==> src/cache_geom_pkg.sv <==
package cache_geom_pkg;

	// ------------------------------------------------------------------------
	// Address layout
	// ------------------------------------------------------------------------
	// Word address, bit 27 selects the uncached I/O window
	//   [27]    I/O window
	//   [26:2]  line address, stored whole as the tag
	//   [1:0]   word in line
	localparam int ADDR_W      = 28;
	localparam int WORD_W      = 32;
	localparam int LINE_WORDS  = 4;
	localparam int OFFSET_W    = 2;
	localparam int IO_BIT      = 27;
	localparam int LINE_ADDR_W = IO_BIT - OFFSET_W; // 25 bits

	// ------------------------------------------------------------------------
	// Data types
	// ------------------------------------------------------------------------
	typedef logic [WORD_W-1:0] word_t;

	// Word 0 sits in the low 32 bits
	typedef word_t [LINE_WORDS-1:0] line_t;

	// Full line address, independent of the set count
	typedef logic [LINE_ADDR_W-1:0] line_addr_t;

endpackage

==> src/cache_bus_pkg.sv <==
package cache_bus_pkg;

	import cache_geom_pkg::*;

	// CPU side request, flush ignores addr and wdata
	typedef struct packed {
		logic              write;
		logic              flush;
		logic [ADDR_W-1:0] addr;
		word_t             wdata;
	} cpu_req_t;

	typedef struct packed {
		word_t rdata;
	} cpu_resp_t;

	// Line-wide memory port
	typedef struct packed {
		logic       write;
		line_addr_t line_addr;
		line_t      wdata;    // Only meaningful on a write-back
	} mem_req_t;

	typedef struct packed {
		line_t rdata;
	} mem_resp_t;

	// Uncached I/O window
	typedef struct packed {
		logic              write;
		logic [ADDR_W-1:0] addr;
		word_t             wdata;
	} io_req_t;

	// Lookup result of one way for the indexed set
	typedef struct packed {
		logic       hit;
		logic       valid;
		logic       dirty;
		line_addr_t line_addr;
		line_t      line;
	} way_view_t;

endpackage

==> src/cache_way_select.sv <==
module cache_way_select
	import cache_geom_pkg::*, cache_bus_pkg::*;
#(
	parameter  int NUM_WAYS = 2,
	localparam int WAY_W    = (NUM_WAYS > 1) ? $clog2(NUM_WAYS) : 1
) (
	input  way_view_t [NUM_WAYS-1:0] views,
	input  logic [OFFSET_W-1:0]      word_off,
	input  logic [WAY_W-1:0]         pick_way,
	output logic                     any_hit,
	output logic [WAY_W-1:0]         hit_way,
	output word_t                    hit_word,
	output line_t                    hit_line,
	output way_view_t                pick_view
);

	// Hit reduction, at most one way matches a given tag
	always_comb begin
		any_hit = 1'b0;
		hit_way = '0;
		for (int i = 0; i < NUM_WAYS; i++) begin
			if (views[i].hit) begin
				any_hit = 1'b1;
				hit_way = WAY_W'(i);
			end
		end
	end

	assign hit_line = views[hit_way].line;
	assign hit_word = hit_line[word_off];

	// Victim on a miss, walk entry during a flush
	assign pick_view = views[pick_way];

endmodule

==> config.mk <==
export PLATFORM = sky130hd
export DESIGN_NAME = cache_way_select
export DESIGN_NICKNAME = d
export VERILOG_FILES = /design/src/cache_geom_pkg.sv /design/src/cache_bus_pkg.sv /design/src/cache_way_select.sv
export SDC_FILE = /design/constraint.sdc
export NUM_CORES = 1
export LEC_CHECK = 0
export BUFFER_PORTS_ARGS = -buffer_cell sky130_fd_sc_hd__buf_4
export CAP_MARGIN = 20
export CORE_AREA = 2 2 249 251
export DETAILED_ROUTE_END_ITERATION = 10
export DIE_AREA = 0 0 251 253
export PLACE_DENSITY = 0.32
export REMOVE_ABC_BUFFERS = 1
export SLEW_MARGIN = 20
export SYNTH_ARGS = -nofsm -noshare
export SYNTH_HDL_FRONTEND = slang
export SYNTH_SLANG_ARGS = --single-unit
export TNS_END_PERCENT = 20
==> constraint.sdc <==
create_clock -name vclk -period 3.75
set_input_delay 0.75 -clock vclk [all_inputs]
set_output_delay 0.75 -clock vclk [all_outputs]
set_load 0.01 [all_outputs]
Word level (Yosys, flattened, before mapping)
Index checks and enable logic that the tools add are counted.
{ "classes": {"order_cmp": 3, "n_mux": 9} }
{ "op_table": {"columns": ["op", "n"], "rows": [
  ["2-to-1 mux 156 bit", 2],
  ["2-to-1 mux 128 bit", 2],
  ["binary-select mux 32 bit (select 2 bit)", 1],
  ["2-to-1 mux 32 bit", 1],
  ["< comparator 1 x 2 -> 1 bit, second input constant", 2],
  ["< comparator 2 x 3 -> 1 bit, second input constant", 1],
  ["2-to-1 mux 1 bit", 3]
]} }
{ "totals": {"regBits": 0, "word_cells": 12} }

Longest topological paths before layout
Gate-level depths: netlist (run 1).
{ "depth": {"ltp_word": 5, "depth_mapped": 5, "mapped_depth_nobuf": 3} }

Least setup slack after synthesis (run 1)
No wires, ideal clock.
{ "synth_timing": {"path_kind": "input to output", "start": "input views[311] (netlist bit)", "end": "output hit_word[0]", "t_arrival_ns": 1.889, "t_required_ns": 3.000, "path_slack_ns": 1.111, "path_stages": 4, "path_buffers": 2, "path_cell_list": "buf_6 > buf_6 > mux2_4 > mux4_2"} }
{ "synth_rtl": {"columns": ["element", "line", "text"], "rows": [
  ["start: declaration", "cache_way_select.sv:7", "input way_view_t [NUM_WAYS-1:0] views,"],
  ["end: declaration", "cache_way_select.sv:12", "output word_t hit_word,"]
]} }

Final worst setup path (run 1)
{ "layout_timing": {"start": "input views[311] (netlist bit)", "end": "output hit_word[23]"} }
{ "layout_between": {"elab_chain_cells": 5} }
{ "layout_rtl": {"columns": ["element", "line", "text"], "rows": [
  ["2-to-1 mux 1 bit", "cache_way_select.sv:22", "if (views[i].hit) begin"],
  ["2-to-1 mux 128 bit (not written as such) (2 in series)", "cache_way_select.sv:29", "assign hit_line = views[hit_way].line;"],
  ["binary-select mux 32 bit (select 2 bit)", "cache_way_select.sv:30", "assign hit_word = hit_line[word_off];"],
  ["2-to-1 mux 32 bit (not written as such)", "cache_way_select.sv:30", null]
]} }
No other way between the ends. The select of a mux whose other input is x is not followed.

==> tab_implementation.tex, run 1 <==
\begin{tabular}{lr}
\hline
Metric & Value \\
\hline
\multicolumn{2}{l}{\textbf{STA}} \\
\quad Max\_slew headroom & 0.627 \\
\quad Max-slew violation count & 0 \\
\quad Unrepaired setup endpoints after global routing & no \\
\quad Worst slack on hold paths & between 1.5 and 2 ns \\
\quad Setup violations, final & 0 \\
\quad Tmin final & 3.37 ns \\
\quad Maximum clock frequency & 297 MHz \\
\quad Final Hold Vio Count & 0 \\
\quad Period utilisation layout & 0.898 \\
\quad Transition time at the pin with the least slew margin & 0.560 ns \\
\quad Total Negative Setup Slacks & 0 ns \\
\multicolumn{2}{l}{\textbf{Hold path}} \\
\quad Hold/Removal Path Class & input pin to primary output \\
\multicolumn{2}{l}{\textbf{Global route}} \\
\quad Pin count of the biggest net entering global routing & 46 \\
\quad First-pass GRT wire length & 46400 um \\
\quad Number of antenna violations at the first check in global routing & 9 \\
\quad Via count of the first global-routing pass & 6282 \\
\quad Global-route congestion overflow total & 0 \\
\quad Overall fraction of global-route tracks in use & 0.100 \\
\multicolumn{2}{l}{\textbf{Synthesis}} \\
\quad Count of mapped cells out of synthesis & 362 \\
\quad Number of distinct standard cells referenced by the synthesized netlist & 15 \\
\quad Share of synthesized area occupied by flip-flops and latches & 0 \\
\quad Mean post-synth cell area & 12.6 um\^{}2 \\
\quad Syn. warnings & 0 \\
\quad Area of the mapped netlist & about 4600 um\^{}2 \\
\multicolumn{2}{l}{\textbf{Worst setup path}} \\
\quad Nature of the critical path endpoint & primary output \\
\quad WS Path Type & input pin to primary output \\
\quad Termination of the worst setup path & hit\_word[23] \\
\quad Cell chain of the critical path & clkbuf\_8 -> buf\_4 -> mux2\_1 -> mux4\_2 -> buf\_4 \\
\quad Endpoint required time on the critical path & 3.00 ns \\
\quad Number of cells on the critical path & 5 \\
\quad Critical Path Max Stage Delay & 0.49 ns \\
\quad Data arrival, critical path & 2.62 ns \\
\quad Startpoint type of the worst setup path & input pin \\
\quad Family of cells with the greatest summed delay on the critical path & multiplexers \\
\quad Buffering stage count on the worst path with inverters included & 3 \\
\quad Critical path launch point & views[311] \\
\quad Library cell contributing the largest single delay on the critical path & sky130\_fd\_sc\_hd\_\_mux4\_2 \\
\quad Worst Path Max Fanout & 42 \\
\quad Cell seen most often among critical-path stages & sky130\_fd\_sc\_hd\_\_buf\_4 \\
\multicolumn{2}{l}{\textbf{Run}} \\
\quad Max capacitance violation total & 0 \\
\multicolumn{2}{l}{\textbf{Routing}} \\
\quad Met1 wire length & 12900 um \\
\quad Uppermost signal routing layer after detailed routing & met5 \\
\quad Wirelength, routed & 34800 um \\
\quad Detailed-routed wire length on met3 & 3520 um \\
\quad Vias per cell & 3.31 \\
\quad Detail Route Antenna Nets & 0 \\
\quad Residual DRC count & 0 \\
\quad Count of TritonRoute iterations in the first routing pass & 4 \\
\quad Via count & just under 6k \\
\quad Average wire per standard cell & a little under 20 um \\
\quad Length of routed met2 wiring & 18300 um \\
\quad First-iteration detailed-routing DRC count & 158 \\
\multicolumn{2}{l}{\textbf{Final layout}} \\
\quad Final cell count without fillers & approximately 1.8k \\
\quad Share of final-layout standard cells stronger than drive strength 1 & 0.803 \\
\quad P\&R area growth vs syn & 126\% \\
\quad Number of sequential cells in the layout & 0 \\
\quad Final Net Count & 1296 \\
\quad Number of clock buffers in the layout & 0 \\
\quad Antenna diode instance count & 0 \\
\quad Footprint of the multi-input gates & 4290 um\^{}2 \\
\quad Layout fillers & 6910 \\
\quad Seq. cell area & 0 um\^{}2 \\
\multicolumn{2}{l}{\textbf{Power}} \\
\quad Leakage & 4.93 nW \\
\quad Ratio of total power to cell area & 144 nW/um\^{}2 \\
\quad Seq pwr share & 0 \\
\quad Clock share of power & 0 \\
\quad Fraction of power consumed by combinational cells & 1.000 \\
\quad Internal power of the cells & 0.857 mW \\
\quad Total net switching power & around 0.62 mW \\
\quad Largest vdd supply drop & 0.0653 mV \\
\quad Switching Share & 0.420 \\
\multicolumn{2}{l}{\textbf{Clock network}} \\
\quad Count of hold buffers inserted by post-cts repair & 0 \\
\quad Buffers inserted during post-CTS setup optimization & 0 \\
\quad Number of gates resized after cts & 0 \\
\multicolumn{2}{l}{\textbf{Placement}} \\
\quad Hpwl dp & 30900 um \\
\quad Cell total after placement & 1769 \\
\quad Count of buffers from port buffering & 633 \\
\quad Placer congestion estimate & 0.791 \\
\multicolumn{2}{l}{\textbf{Die}} \\
\quad Die area & 63500 um\^{}2 \\
\quad Count of pins on the block boundary & approximately 630 \\
\quad Standard cell core area & 61000 um\^{}2 \\
\quad Num rows & between 90 and 100 \\
\quad Initial cell density of the core & 0.0746 \\
\quad Vertical die dimension & 253 um \\
\quad Die X-Extent & 251 um \\
\multicolumn{2}{l}{\textbf{Run status}} \\
\quad Run status & complete, no violations \\
\hline
\end{tabular}
## power groups by stage
stage / clock network [mW] / logic (mW) / registers (mW)
floorplan: 0 / 0.538 / 0
global placement: 0 / 1.52 / 0
detailed placement: 0 / 1.51 / 0
CTS: 0 / 1.51 / 0
global route: 0 / 1.58 / 0
finish: 0 / 1.48 / 0
## worst min path at each step
stage                     startpoint        endpoint  depth (start not counted)
after floorplan           views[311]         hit_way                          0
after CTS                 views[155]         any_hit                          3
final                     views[155]         any_hit                          3
after detailed placement  views[155]         any_hit                          3
after global routing      views[149]  pick_view[149]                          3
after global placement    views[134]  pick_view[134]                          3
## final cells by class
class / instances / area share
multi-input cells: 322 / 0.417
well taps: 790 / 0.0960
repair buffers: 657 / 0.487
## cell usage after synthesis, drive strengths merged
master	instances	area, um^2
clkbuf	6	22.5
nor3b	1	7.51
nand2b	1	6.26
nor3	2	10.0
buf	34	240
mux4	31	698
nand2	1	3.75
or2	1	6.26
mux2	284	3550
o22ai	1	6.26
## cell families after synthesis
group,after synthesis,share of synthesized area
simple gates,6,0.00742
compound gates,1,0.00138
mux,315,0.933
buf+inv,40,0.0577
## per-stage QoR
| step | setup slack (ns) | util | instance area, um^2 | total power, mW |
|---|---|---|---|---|
| 2_1_floorplan | 1.40 | - | 4290 | 0.538 |
| 3_3_place_gp | 0.363 | 0.169 | 10300 | 1.52 |
| 3_5_place_dp | 0.322 | 0.169 | 10300 | 1.51 |
| 4_1_cts | 0.323 | 0.169 | 10300 | 1.51 |
| 5_1_grt | 0.288 | 0.169 | 10300 | 1.58 |
| 6_report | 0.384 | 0.169 | 10300 | 1.48 |
## metal layers
| metal | vias up | global-route usage |
|---|---|---|
| met5 | - | 0 |
| met4 | 4 | 0.000170 |
| met3 | 12 | 0.0320 |
| met2 | 386 | 0.195 |
| met1 | 2783 | 0.111 |
| li1 | 2679 | - |
## cells in the final DEF (no fill, tap or decap)
| cell | netlist | final |
|---|---|---|
| sky130_fd_sc_hd__clkbuf_8 | 0 | 1 |
| sky130_fd_sc_hd__nor3b_1 | 1 | 1 |
| sky130_fd_sc_hd__buf_4 | 1 | 649 |
| sky130_fd_sc_hd__mux2_2 | 4 | 4 |
| sky130_fd_sc_hd__buf_12 | 0 | 6 |
| sky130_fd_sc_hd__nand2_1 | 1 | 1 |
| sky130_fd_sc_hd__mux2_4 | 94 | 94 |
| sky130_fd_sc_hd__mux4_2 | 31 | 31 |
| sky130_fd_sc_hd__or2_1 | 1 | 1 |
| sky130_fd_sc_hd__o22ai_1 | 1 | 1 |
| sky130_fd_sc_hd__mux2_1 | 186 | 186 |
| sky130_fd_sc_hd__nor3_1 | 2 | 2 |
| sky130_fd_sc_hd__buf_6 | 11 | 1 |
| sky130_fd_sc_hd__nand2b_1 | 1 | 1 |
Note: power is estimated with default switching activity, not from simulation.
==> run 2: changes to the inputs <==
--- a/config.mk
+++ b/config.mk
@@ -5,12 +5,13 @@
 export SDC_FILE = /design/constraint.sdc
 export NUM_CORES = 1
 export LEC_CHECK = 0
-export BUFFER_PORTS_ARGS = -buffer_cell sky130_fd_sc_hd__buf_4
+export BUFFER_PORTS_ARGS = -buffer_cell sky130_fd_sc_hd__buf_2
 export CAP_MARGIN = 20
-export CORE_AREA = 2 2 249 251
+export CORE_AREA = 3 3 243 245
 export DETAILED_ROUTE_END_ITERATION = 10
-export DIE_AREA = 0 0 251 253
-export PLACE_DENSITY = 0.32
+export DIE_AREA = 0 0 246 248
+export PLACE_DENSITY = 0.33
+export RECOVER_POWER = 25
 export REMOVE_ABC_BUFFERS = 1
 export SLEW_MARGIN = 20
 export SYNTH_ARGS = -nofsm -noshare
==> run 2 against run 1 <==
- first-iteration DRC count increased by 1.3%
- design area fell by 17%
- fmax rose by 4.7%
- core utilization decreased by 2.0 points
- wire length fell by 5.3%
- critical path depth shrank 1
- via count grew 1.8%
- power shrank 19%
- combinational power fell by 19%
- count of clock-buffer cells in the layout unchanged
- global-route usage fell by 0.46 points
- setup slack improved by 0.15 ns
- critical path type unchanged
- critical endpoint is now pick_view[79]
- largest cell class is now multi-input gates
- largest power group unchanged
- highest routed layer unchanged
==> tab_implementation.tex, run 2 (synthesis gave the netlist of run 1 again) <==
\begin{tabular}{lr}
\hline
Metric & Value \\
\hline
\multicolumn{2}{l}{\textbf{Run status}} \\
\quad Run status & complete, no violations \\
\multicolumn{2}{l}{\textbf{STA}} \\
\quad Worst Slack Setup Final & about 0.54 ns \\
\quad Total Negative Setup Slacks & 0 ns \\
\quad Tmin final & 3.21 ns \\
\quad Final Hold Vio Count & 0 \\
\quad Worst slack on hold paths & 1.79 ns \\
\quad Max-slew violation count & 0 \\
\quad Unrepaired setup endpoints after global routing & no \\
\quad Maximum clock frequency & about 310 MHz \\
\quad Setup violations, final & 0 \\
\quad Transition time at the pin with the least slew margin & 0.858 ns \\
\quad Max\_slew headroom & 0.428 \\
\quad Period utilisation layout & 0.857 \\
\multicolumn{2}{l}{\textbf{Die}} \\
\quad Initial cell density of the core & 0.0793 \\
\quad Die X-Extent & 246 um \\
\quad Vertical die dimension & 248 um \\
\quad Num rows & 88 \\
\quad Standard cell core area & 57400 um\^{}2 \\
\quad Count of pins on the block boundary & approximately 630 \\
\quad Die area & between 60000 and 70000 um\^{}2 \\
\multicolumn{2}{l}{\textbf{Routing}} \\
\quad Count of TritonRoute iterations in the first routing pass & 4 \\
\quad Detail Route Antenna Nets & 0 \\
\quad Wirelength, routed & roughly 33000 um \\
\quad First-iteration detailed-routing DRC count & 160 \\
\quad Vias per cell & 3.41 \\
\quad Via count & 5971 \\
\quad Residual DRC count & 0 \\
\quad Average wire per standard cell & 18.8 um \\
\multicolumn{2}{l}{\textbf{Final layout}} \\
\quad Leading cell type in the layout, fill and taps excluded & sky130\_fd\_sc\_hd\_\_buf\_2 \\
\quad Number of clock buffers in the layout & 0 \\
\quad Seq. cell area & 0 um\^{}2 \\
\quad Most frequent cells in the layout & sky130\_fd\_sc\_hd\_\_buf\_2, sky130\_fd\_sc\_hd\_\_mux2\_1, sky130\_fd\_sc\_hd\_\_mux2\_4 \\
\quad Number of sequential cells in the layout & 0 \\
\quad Final standard cell area without fillers & 8520 um\^{}2 \\
\quad Layout fillers & 6642 \\
\quad Final Net Count & 1296 \\
\quad P\&R area growth vs syn & 87.3\% \\
\quad Share of final-layout standard cells stronger than drive strength 1 & 0.729 \\
\quad Final cell count without fillers & 1749 \\
\multicolumn{2}{l}{\textbf{Worst setup path}} \\
\quad Startpoint type of the worst setup path & input pin \\
\quad Data arrival, critical path & between 2 and 2.5 ns \\
\quad Worst Path Max Fanout & 29 \\
\quad Endpoint required time on the critical path & 3.00 ns \\
\quad WS Path Type & input pin to primary output \\
\quad Critical path launch point & pick\_way \\
\quad Nature of the critical path endpoint & primary output \\
\multicolumn{2}{l}{\textbf{Placement}} \\
\quad Placer congestion estimate & 0.845 \\
\quad Cell total after placement & 1744 \\
\quad Hpwl dp & 29600 um \\
\quad Placed Area & 8670 um\^{}2 \\
\quad Count of buffers from port buffering & between 600 and 700 \\
\quad Setup slack after placement & 0.596 ns \\
\multicolumn{2}{l}{\textbf{Run}} \\
\quad Max capacitance violation total & 0 \\
\multicolumn{2}{l}{\textbf{Power}} \\
\quad Largest vdd supply drop & 0.0650 mV \\
\quad Leakage & a little over 4 nW \\
\quad Ratio of total power to cell area & 141 nW/um\^{}2 \\
\multicolumn{2}{l}{\textbf{Clock network}} \\
\quad Number of gates resized after cts & 0 \\
\quad Count of hold buffers inserted by post-cts repair & 0 \\
\quad Buffers inserted during post-CTS setup optimization & 0 \\
\multicolumn{2}{l}{\textbf{Hold path}} \\
\quad Min-Delay Path Depth & 3 \\
\quad Hold/Removal Path Class & input pin to primary output \\
\quad Worst Hold End & pick\_view[153] \\
\quad Hold wc startpoint & views[153] \\
\multicolumn{2}{l}{\textbf{Global route}} \\
\quad Global-route congestion overflow total & 0 \\
\quad First-pass GRT wire length & roughly 43000 um \\
\quad Overall fraction of global-route tracks in use & 0.0956 \\
\quad Number of antenna violations at the first check in global routing & 12 \\
\quad Pin count of the biggest net entering global routing & 45 \\
\quad Via count of the first global-routing pass & 6096 \\
\hline
\end{tabular}
run 2: worst max path at each step:
stage / endpoint / cells after the start
6_report: pick_view[79] / 4
5_1_grt: pick_view[115] / 5
4_1_cts: hit_word[2] / 5
3_5_place_dp: hit_word[2] / 5
3_3_place_gp: hit_word[14] / 5
2_1_floorplan: hit_word[0] / 2
run 2: where the power goes:
part / internal, mW / leakage [nW] / switching, mW
logic: 0.587 / 4.14 / 0.612
registers: 0 / 0 / 0
clock network: 0.000000182 / 0.0000317 / 0
run 2: final cells by class:
| cell class | instances | area [um^2] | area share |
|---|---|---|---|
| Timing Repair Buffer | 657 | 3360 | 0.394 |
| Antenna cell | 5 | 12.5 | 0.00147 |
| Tap cell | 765 | 957 | 0.112 |
| Multi-Input combinational cell | 322 | 4200 | 0.493 |
run 2: layer usage:
layer,up-vias,track usage,share of wire
met5,-,0,0.00073
met4,4,0.0273,0.028
met3,36,0.0212,0.089
met2,426,0.178,0.50
met1,2811,0.109,0.38
li1,2694,-,-
run 2: critical path, stage by stage:
cell	delay (ns)
sky130_fd_sc_hd__clkbuf_2	0.64
sky130_fd_sc_hd__clkbuf_1	0.44
sky130_fd_sc_hd__mux2_1	0.45
sky130_fd_sc_hd__buf_2	0.17
run 2: through the flow:
stage | total power, mW | util
finish | 1.20 | 0.149
global placement | 1.26 | 0.151
detailed placement | 1.25 | 0.151
floorplan | 0.538 | -
global route | 1.29 | 0.148
CTS | 1.25 | 0.151
